===== config.mk =====
export PLATFORM = sky130hd
export DESIGN_NAME = colmix_top
export DESIGN_NICKNAME = d
export VERILOG_FILES = /design/src/source/video_pkg.sv /design/src/source/prom_pkg.sv /design/src/source/prom_ram.sv /design/src/source/prom_loader.sv /design/src/source/layer_prio.sv /design/src/source/blank_delay.sv /design/src/source/colmix_top.sv
export SDC_FILE = /design/constraint.sdc
export NUM_CORES = 2
export LEC_CHECK = 0
export BUFFER_PORTS_ARGS = -buffer_cell sky130_fd_sc_hd__buf_4
export CORE_MARGIN = 2
export CORE_UTILIZATION = 57
export CTS_CLUSTER_SIZE = 14
export DETAILED_ROUTE_END_ITERATION = 6
export PLACE_DENSITY_LB_ADDON = 0.12
export RECOVER_POWER = 25
export SYNTH_ARGS = -nofsm -noshare
export SYNTH_HDL_FRONTEND = slang
export SYNTH_SLANG_ARGS = --single-unit

===== constraint.sdc =====
create_clock -name clk -period 6.7 [get_ports clk]
set_clock_uncertainty 0.2 [all_clocks]
set_input_delay 0.67 -clock clk [delete_from_list [all_inputs] [get_ports clk]]
set_output_delay 0.67 -clock clk [all_outputs]
set_load 0.02 [all_outputs]

===== src/source/video_pkg.sv =====
`default_nettype none

package video_pkg;

    // one pixel from each layer generator, sampled together
    typedef struct packed {
        logic [3:0] char_pxl;   // character colour code
        logic [3:0] scr1_pxl;   // scroll 1 colour code
        logic [5:0] scr2_pxl;   // scroll 2, bits 5:4 pick the palette bank
        logic [7:0] obj_pxl;    // object, bit 7 is the priority flag
    } layer_pixels_t;

    // low two bits of a priority PROM entry
    // also lands in palette address bits 7:6
    typedef enum logic [1:0] {
        LAYER_SCR2 = 2'd0,
        LAYER_SCR1 = 2'd1,
        LAYER_OBJ  = 2'd2,
        LAYER_CHAR = 2'd3
    } layer_e;

    // palette PROM address
    // {layer, bank, colour code}
    typedef logic [7:0] pal_addr_t;

    // 12-bit colour, red in the top nibble
    typedef struct packed {
        logic [3:0] red;
        logic [3:0] green;
        logic [3:0] blue;
    } rgb_t;

    // layer enables for debug
    // bit 0 char, 1 scr1, 2 scr2, 3 obj
    typedef logic [3:0] gfx_en_t;

endpackage

`default_nettype wire


===== src/source/prom_pkg.sv =====
`default_nettype none

package prom_pkg;

    // bus address bits 9:8
    // red/green/blue follow the rgb write strobe order
    typedef enum logic [1:0] {
        PROM_RED   = 2'd0,
        PROM_GREEN = 2'd1,
        PROM_BLUE  = 2'd2,
        PROM_PRIO  = 2'd3
    } prom_sel_e;

    // Wishbone classic request from the master
    typedef struct packed {
        logic       cyc;
        logic       stb;
        logic       we;
        logic [9:0] adr;    // 9:8 PROM select, 7:0 PROM address
        logic [7:0] dat;    // write data
    } wb_req_t;

    // PROM write port shared by all PROMs
    // at most one strobe is high per clock
    typedef struct packed {
        logic [7:0] addr;   // priority PROM only uses 4:0
        logic [7:0] din;    // palette PROMs take the low nibble
        logic [2:0] we_rgb; // 0 red, 1 green, 2 blue
        logic       we_prio;
    } prom_wr_t;

endpackage

`default_nettype wire


===== src/source/prom_ram.sv =====
`timescale 1ns/1ps
`default_nettype none

module prom_ram #(
    parameter int AW = 8,
    parameter int DW = 4
) (
    input  logic          clk,
    input  logic          cen,
    input  logic [DW-1:0] data,
    input  logic [AW-1:0] rd_addr,
    input  logic [AW-1:0] wr_addr,
    input  logic          we,
    output logic [DW-1:0] q
);

    logic [DW-1:0] mem [2**AW]; // contents survive reset

    // write side ignores cen, loading runs at full clock rate
    always_ff @(posedge clk) begin
        if (we) begin
            mem[wr_addr] <= data;
        end
    end

    always_ff @(posedge clk) begin
        if (cen) begin
            q <= mem[rd_addr];  // registered read
        end
    end

endmodule

`default_nettype wire


===== src/source/prom_loader.sv =====
`timescale 1ns/1ps
`default_nettype none

module prom_loader (
    input  logic               clk,
    input  logic               reset,
    input  prom_pkg::wb_req_t  wb_req,
    output logic               ack,
    output logic [7:0]         dat_o,
    output prom_pkg::prom_wr_t prom_wr
);

    import prom_pkg::*;

    typedef enum logic {
        LOAD_IDLE,
        LOAD_ACK
    } load_state_e;

    load_state_e state;
    load_state_e state_nxt;
    logic        req;       // qualified request
    logic        wr_cycle;  // ack of a write
    prom_sel_e   sel;

    assign req = wb_req.cyc && wb_req.stb;
    assign sel = prom_sel_e'(wb_req.adr[9:8]);

    always_ff @(posedge clk) begin
        if (reset) begin
            state <= LOAD_IDLE;
        end else begin
            state <= state_nxt;
        end
    end

    always_comb begin
        state_nxt = state;
        case (state)
            LOAD_IDLE: if (req) state_nxt = LOAD_ACK;  // sample, ack next clock
            LOAD_ACK:  state_nxt = LOAD_IDLE;          // single cycle ack
            default:   state_nxt = LOAD_IDLE;
        endcase
    end

    // dropped if the master aborts mid cycle
    assign ack      = (state == LOAD_ACK) && req;
    assign wr_cycle = ack && wb_req.we;

    // strobe lines up with ack, master still holds adr and dat
    always_comb begin
        prom_wr      = '0;
        prom_wr.addr = wb_req.adr[7:0];
        prom_wr.din  = wb_req.dat;
        if (wr_cycle) begin
            case (sel)
                PROM_RED, PROM_GREEN, PROM_BLUE: prom_wr.we_rgb[sel] = 1'b1;
                PROM_PRIO: prom_wr.we_prio = (wb_req.adr[7:5] == 3'd0); // 32 entries only
            endcase
        end
    end

    assign dat_o = 8'h00;   // PROMs are write only from the bus

endmodule

`default_nettype wire


===== src/source/layer_prio.sv =====
`timescale 1ns/1ps
`default_nettype none

module layer_prio (
    input  logic                     clk,
    input  video_pkg::layer_pixels_t pixels,
    input  video_pkg::gfx_en_t       gfx_en,
    input  prom_pkg::prom_wr_t       prom_wr,
    output video_pkg::pal_addr_t     pal_addr
);

    import video_pkg::*;

    logic       char_vis;   // high means not blank
    logic       scr1_vis;
    logic       obj_vis;
    logic [4:0] prio_addr;
    logic [7:0] prio_q;     // raw priority entry
    layer_e     sel;

    // all ones is the transparent code
    assign char_vis = gfx_en[0] && !(&pixels.char_pxl);
    assign scr1_vis = gfx_en[1] && !(&pixels.scr1_pxl);
    assign obj_vis  = gfx_en[3] && !(&pixels.obj_pxl);  // full 8 bits checked

    assign prio_addr = {
        1'b0,
        char_vis,
        pixels.obj_pxl[7],  // object priority flag
        obj_vis,
        scr1_vis
    };

    // read every clock, selection settles one clock after the pixels
    prom_ram #(
        .AW (5),
        .DW (8)
    ) i_prio_prom (
        .clk     (clk),
        .cen     (1'b1),
        .data    (prom_wr.din),
        .rd_addr (prio_addr),
        .wr_addr (prom_wr.addr[4:0]),
        .we      (prom_wr.we_prio),   // range already checked by the loader
        .q       (prio_q)
    );

    assign sel = layer_e'(prio_q[1:0]);

    // palette address, {layer, bank, code}
    always_comb begin
        pal_addr[7:6] = sel;
        pal_addr[5:4] = 2'b00;      // char and scr1 have a single bank
        case (sel)
            LAYER_CHAR: begin
                pal_addr[3:0] = pixels.char_pxl;
            end
            LAYER_OBJ: begin
                pal_addr[5:4] = pixels.obj_pxl[5:4];
                pal_addr[3:0] = pixels.obj_pxl[3:0];
            end
            LAYER_SCR1: begin
                pal_addr[3:0] = pixels.scr1_pxl;
            end
            default: begin          // LAYER_SCR2
                pal_addr[5:4] = pixels.scr2_pxl[5:4];
                pal_addr[3:0] = pixels.scr2_pxl[3:0];
            end
        endcase
    end

endmodule

`default_nettype wire


===== src/source/blank_delay.sv =====
`timescale 1ns/1ps
`default_nettype none

module blank_delay #(
    parameter int BLANK_DLY = 3     // at least 2, palette takes the first beat
) (
    input  logic            clk,
    input  logic            reset,
    input  logic            pxl_cen,
    input  logic            LHBL,
    input  logic            LVBL,
    input  video_pkg::rgb_t rgb_in,
    output logic            LHBL_dly,
    output logic            LVBL_dly,
    output video_pkg::rgb_t rgb
);

    import video_pkg::*;

    logic [BLANK_DLY-1:0] lhbl_sr;
    logic [BLANK_DLY-1:0] lvbl_sr;
    rgb_t                 rgb_sr [BLANK_DLY-1];  // one stage short

    always_ff @(posedge clk) begin
        if (reset) begin
            lhbl_sr <= '0;      // comes out of reset blanked
            lvbl_sr <= '0;
            for (int i = 0; i < BLANK_DLY-1; i++) begin
                rgb_sr[i] <= '0;
            end
        end else if (pxl_cen) begin
            lhbl_sr   <= {lhbl_sr[BLANK_DLY-2:0], LHBL};
            lvbl_sr   <= {lvbl_sr[BLANK_DLY-2:0], LVBL};
            rgb_sr[0] <= rgb_in;
            for (int i = 1; i < BLANK_DLY-1; i++) begin
                rgb_sr[i] <= rgb_sr[i-1];
            end
        end
    end

    assign LHBL_dly = lhbl_sr[BLANK_DLY-1];
    assign LVBL_dly = lvbl_sr[BLANK_DLY-1];
    // black outside the active area
    assign rgb = (LHBL_dly && LVBL_dly) ? rgb_sr[BLANK_DLY-2] : '0;

endmodule

`default_nettype wire


===== src/source/colmix_top.sv =====
`timescale 1ns/1ps
`default_nettype none

module colmix_top #(
    parameter int BLANK_DLY = 3
) (
    input  logic                     clk,
    input  logic                     reset,
    input  logic                     pxl_cen,
    // PROM loading bus
    input  prom_pkg::wb_req_t        wb_req,
    output logic                     ack,
    output logic [7:0]               dat_o,
    // layer pixels
    input  video_pkg::layer_pixels_t pixels,
    input  video_pkg::gfx_en_t       gfx_en,
    input  logic                     LHBL,
    input  logic                     LVBL,
    output logic                     LHBL_dly,
    output logic                     LVBL_dly,
    output video_pkg::rgb_t          rgb
);

    import video_pkg::*;
    import prom_pkg::*;

    prom_wr_t  prom_wr;
    pal_addr_t pal_addr;
    rgb_t      pal_rgb;     // palette output, one beat after pal_addr

    prom_loader i_prom_loader (
        .clk     (clk),
        .reset   (reset),
        .wb_req  (wb_req),
        .ack     (ack),
        .dat_o   (dat_o),
        .prom_wr (prom_wr)
    );

    layer_prio i_layer_prio (
        .clk      (clk),
        .pixels   (pixels),
        .gfx_en   (gfx_en),
        .prom_wr  (prom_wr),
        .pal_addr (pal_addr)
    );

    // one palette PROM per colour, index follows prom_sel_e
    for (genvar c = 0; c < 3; c++) begin : g_pal
        logic [3:0] pal_q;

        prom_ram #(
            .AW (8),
            .DW (4)
        ) i_pal_prom (
            .clk     (clk),
            .cen     (pxl_cen),
            .data    (prom_wr.din[3:0]),
            .rd_addr (pal_addr),
            .wr_addr (prom_wr.addr),
            .we      (prom_wr.we_rgb[c]),
            .q       (pal_q)
        );

        if (c == PROM_RED) begin : g_red
            assign pal_rgb.red = pal_q;
        end else if (c == PROM_GREEN) begin : g_green
            assign pal_rgb.green = pal_q;
        end else begin : g_blue
            assign pal_rgb.blue = pal_q;
        end
    end

    blank_delay #(
        .BLANK_DLY (BLANK_DLY)
    ) i_blank_delay (
        .clk      (clk),
        .reset    (reset),
        .pxl_cen  (pxl_cen),
        .LHBL     (LHBL),
        .LVBL     (LVBL),
        .rgb_in   (pal_rgb),
        .LHBL_dly (LHBL_dly),
        .LVBL_dly (LVBL_dly),
        .rgb      (rgb)
    );

endmodule

`default_nettype wire


Yosys cells after proc, flatten, opt, wreduce, memory -nomap -nowiden
Memory sizes are Yosys's and may differ from the RTL's. A register that Yosys moved wholly into a read port is not among the register bits.
Index checks and enable logic that the tools add are counted.

cells by class
  magnitude comparators = 2
  equality and inequality tests = 6
  muxes and demuxes = 25
  bitwise gates (word level) = 3
  reductions and logical operators = 18

operator list
  kind                  count
  $mux W12              3
  $mux W1               16
  $pmux W4 S3           1
  $eq A2 B2 Y1 const B  4
  $logic_and A1 B1 Y1   8
  $reduce_and A4 Y1     2
  $reduce_and A8 Y1     1
  $eq A2 B1 Y1 const B  2
  $mux W4               1
  $pmux W2 S2           1
  $logic_not A1 Y1      3
  $logic_not A3 Y1      1
  $lt A2 B3 Y1 const B  1
  $mux W3               1
  $reduce_or A3 Y1      1
  $demux W1 S2          1
  $ge A2 B1 Y1 const B  1
  $logic_not A2 Y1      1
  $or A1 B1 Y1          2
  $pmux W1 S2           1
  $reduce_or A2 Y1      1
  $not A1 Y1            1

word-level totals
  bits in registers = 7
  RAM bits = 3352
  bits of input ports = 52
  output and inout port bits = 23
  word-level logic and storage cells = 62
  memories = 5

memories
  memory                        depth  bits a word  read ports  clocked after Yosys merged registers in  wr ports  line               RTL
  g_pal[0].i_pal_prom.mem       256    4            1           1                                        1         prom_ram.sv:17     logic [DW-1:0] mem [2**AW];
  g_pal[1].i_pal_prom.mem       256    4            1           1                                        1         prom_ram.sv:17
  g_pal[2].i_pal_prom.mem       256    4            1           1                                        1         prom_ram.sv:17
  i_layer_prio.i_prio_prom.mem  32     8            1           1                                        1         prom_ram.sv:17
  i_blank_delay.rgb_sr          2      12           2           0                                        2         blank_delay.sv:22  rgb_t rgb_sr [BLANK_DLY-1];

Logic depth before layout (Yosys ltp)
  depth after elaboration = 8
  mapped depth = 14
  mapped depth without buffers = 8

Modules after synthesis
Synthesis repeated with hierarchy kept, for this count alone.

second synthesis, totals
  cell total of the unflattened synthesis = 6708
  area, all modules = 133953.5 um^2

by module, submodules not included
  module                               instances  cells each  area an instance (um^2)  sequential area each (um^2)
  prom_ram (g_pal[0].i_pal_prom ...)   3          2051        40715.3                  30869.6
  prom_ram (i_layer_prio.i_prio_prom)  1          417         10133.5                  7927.6
  blank_delay                          1          85          1223.7                   840.8
  prom_loader                          1          35          269.0                    20.0
  layer_prio                           1          18          181.4                    0.0

Worst setup path after synthesis
No wires, ideal clock.

  path kind = input -> register
  start point = in pixels[19] in the netlist's numbering
  end point = reg g_pal[1].i_pal_prom.q[0], read port of g_pal[1].i_pal_prom.mem, data pin
  setup time = 0.268 ns
  arrival = 2.849 ns
  data required time = 6.232 ns
  slack = 3.383 ns
  stages = 12
  path buffers = 5
  path through = mux4_2 > buf_6 > buf_4 > buf_4 > buf_4 > buf_2 > a211oi_1 > a311oi_1 > o31ai_1 > o211ai_1 > o31ai_1 > o31ai_1

on the way
  cells in the longest elaborated chain, start to end = 1

RTL lines
  item         line              RTL
  from (decl)  colmix_top.sv:15  input video_pkg::layer_pixels_t pixels,
  $pmux W4 S3  layer_prio.sv:54  case (sel)
  to (decl)    prom_ram.sv:14    output logic [DW-1:0] q

No other way between the ends.
A chain may end at the register's enable or synchronous reset.

Worst setup path after layout
  start point = reg i_layer_prio.i_prio_prom.q[1], read port of i_layer_prio.i_prio_prom.mem
  end point = reg g_pal[1].i_pal_prom.q[2], read port of g_pal[1].i_pal_prom.mem, data pin

on the way
  cells in the longest elaborated chain, start to end = 3

RTL lines
  item                                                 line
  from (decl)                                          prom_ram.sv:14
  $eq A2 B2 Y1 / $eq A2 B1 Y1 (equally long branches)  layer_prio.sv:54
  $reduce_or A2 Y1 (no source line)                    -
  $pmux W2 S2                                          layer_prio.sv:54

Parallel ways exist; a longest one is shown, timed or not.

==> metrics <==
status complete, but fails checks; failing checks capacitance limit, slew limit; vias in the first global route 43527; DP HPWL 139000 um; DP Worst Slack 1.65 ns; count of flip-flops with a built-in enable after synthesis 1988; largest net degree at the start of global routing 213; fillers 9906; Area Overhead vs Synth 10.9%; Sequential Power Share 0.499; clock share of power 0.372; Seq/Total Area, Yosys 0.748; post-placement cell area 0.0829 mm^2; Syn Area/Cell 17.0 um^2; core area 0.140 mm^2; Die ar. 0.144 mm^2; CP Data Required Time 7.12 ns; Chip Height 379 um; maximum fanout along the worst path 21; Slew headroom -1.89; Final nets 4853; setup slack after layout 1.61 ns; CP max-delay cell mux4_4; Clock Latency Late Sink 0.82 ns; GRT Total Usage 0.311; fraction of registers with async set or reset after synthesis 0; Final Instance Area 0.0888 mm^2; Final Setup Violations 0; LEAKAGE 27.8 nW; worst-path cell chain buf_4 -> mux4_4 -> or2_2 -> o221ai_1 -> a21oi_1 -> a211oi_1 -> o21ai_0 -> o311ai_0; GR Overflow Total 0; global placer's final weighted congestion 0.905; Switching Share 0.253; Setup Buffers After CTS 0; Die X 379 um; TNS Setup 0 ns; clock sink total 1997; H-tree depth 4; cell count after synthesis 4710; logic gate share of total power 0.129; NetSw 7.01 mW; Non-Filler Instances 6835; count of different cell masters after synthesis 62; final core occ 0.636; Slew Limit Fails 964; RSZ-0062 raised after global routing false; layout cells sized above 1 0.167; crit start category register; CTS Buf Count 194; CP Buf/Inv Count 1; slew at the pin closest to its max-slew limit 4.33 ns; total chip power 27.7 mW; Worst Path Class, Setup register to register; clock-pin slew on the worst setup and hold paths 0.06 ns; slowest stage delay, CP 0.86 ns; CTS root buffer clkbuf_16; pwr/cell area 312 mW/mm^2; Final Hold Fails 0; DRC viols 0; 1st-pass router iterations 6; antenna violations before repair 10; Arr. time, crit path 5.51 ns; Initial Utilization 0.574; CP endpoint kind register; post-route ant nets 0; CTS tree built; Main synth FF type edfxtp_1; dpl cells 6475; Internal Dissipation 20.7 mW; MaxCap Viol Count 9; I/O pin total 75; FF+latch count, synth 1997; crit path time final 5.09 ns; Max IR drop VDD 0.219 mV; family with the most delay on the worst path compound AO/OA/AOI/OAI gates; tightest hold margin 0.144 ns; fin crit share 0.759; first-pass GRT wire length 315000 um; DR iter-0 viols 6139; vias per inst 6.55; clk buf depth 3; fmax 197 MHz; per-cell routed wire length 32.3 um; synth warn 0; drt total wl 221000 um; num rows 137; via count 44791; Mapped Area 0.0801 mm^2; HP Class input pin to register; number of buffers added on ports 61
path summary, 6_finish.rpt:
path	cells past startpoint	slack (ns)	start	endpoint
worst max-delay path	8	1.61	i_layer_prio.i_prio_prom.q[1]	g_pal[1].i_pal_prom.q[2]
worst min-delay path	3	0.14	gfx_en[0]	i_layer_prio.i_prio_prom.q[0]
worst max register to register	8	1.61	i_layer_prio.i_prio_prom.q[1]	g_pal[1].i_pal_prom.q[2]
worst min register to register	1	0.21	i_prom_loader.state	i_prom_loader.state
layer usage:
layer | part of all wire | global-route usage | up-vias
met5 | 0.00032 | 0 | -
met4 | 0.043 | 0.128 | 10
met3 | 0.10 | 0.0753 | 499
met2 | 0.47 | 0.478 | 2528
met1 | 0.39 | 0.433 | 23050
li1 | - | - | 18704
tightest hold or removal path: cells and delay by family:
kind	cells	cell delay (ns)
muxes	1	0.23
and+or+nand+nor	1	0.14
buffers and inverters	1	0.11
registers in the layout, indices dropped and copies added (netlist names):
name and count:
i_blank_delay.rgb_sr 24, g_pal.i_pal_prom.mem 1920, i_blank_delay.lhbl_sr 3, g_pal.i_pal_prom.q 12, i_blank_delay.lvbl_sr 3, i_prom_loader.state 1, i_layer_prio.i_prio_prom.q 2, i_layer_prio.i_prio_prom.mem 32
synth_stat cells, types with 10 or more instances:
master,count,area share
buf_2,88,0.0055
nor3_1,44,0.0027
o221ai_1,64,0.0070
a21oi_1,104,0.0065
edfxtp_1,1988,0.75
and3_1,17,0.0013
a31oi_1,39,0.0030
mux4_2,315,0.089
o21ai_0,41,0.0026
a311oi_1,32,0.0035
o22ai_1,45,0.0035
a22oi_1,44,0.0041
nand2b_1,15,0.0012
a32oi_1,11,0.0012
nand3_1,75,0.0047
and2_1,27,0.0021
nand4_1,20,0.0016
mux2i_1,233,0.029
buf_6,12,0.0017
buf_4,42,0.0039
nand2_1,475,0.022
nor2b_1,49,0.0038
clkbuf_1,177,0.0083
nor4_1,10,0.00078
a211oi_1,51,0.0048
buf_1,13,0.00061
nor2_1,560,0.026
mux2_2,11,0.0015
power by group through the flow:
stage	combinational, mW	sequential [mW]	clock [mW]
after floorplan	2.02	14.0	0
after global placement	3.50	14.1	0
after detailed placement	3.53	14.1	0
after CTS	3.54	13.8	10.4
after global routing	3.70	13.8	10.9
final	3.58	13.8	10.3
what timing repair did:
item / CTS / global route
hold buffers: 6 / 0
hold endpoints to repair: 9 / 0
gates resized for setup: 0 / 0
logic make-up after synthesis:
group / share of synthesized area
compound gates: 0.0441
simple gates: 0.0686
other cells: 0.0000468
mux: 0.119
flops: 0.748
buf+inv: 0.0202
layout by cell type (no fill, tap or decap), types with 33 or more instances in the layout:
cell type	instances
a21oi_1	103
buf_4	188
clkinv_1	50
a211oi_1	51
mux4_2	311
nand2_1	473
clkbuf_1	54
o22ai_1	45
a22oi_1	44
clkbuf_16	198
nor3_1	33
a31oi_1	39
nand3_1	75
nor2_1	546
o21ai_0	41
o221ai_1	64
edfxtp_1	1988
nor2b_1	49
mux2i_1	233
cell type report:
class / instances / area (um^2) / share of cell area
Antenna cell: 8 / 20.0 / 0.000225
Clock buffer: 251 / 5180 / 0.0584
Clock inverter: 95 / 709 / 0.00799
Multi-Input combinational cell: 2387 / 18800 / 0.212
Sequential cell: 1997 / 59900 / 0.674
Tap cell: 1876 / 2350 / 0.0264
Timing Repair Buffer: 221 / 1850 / 0.0209
No activity file was read; power rests on OpenSTA's default activity.
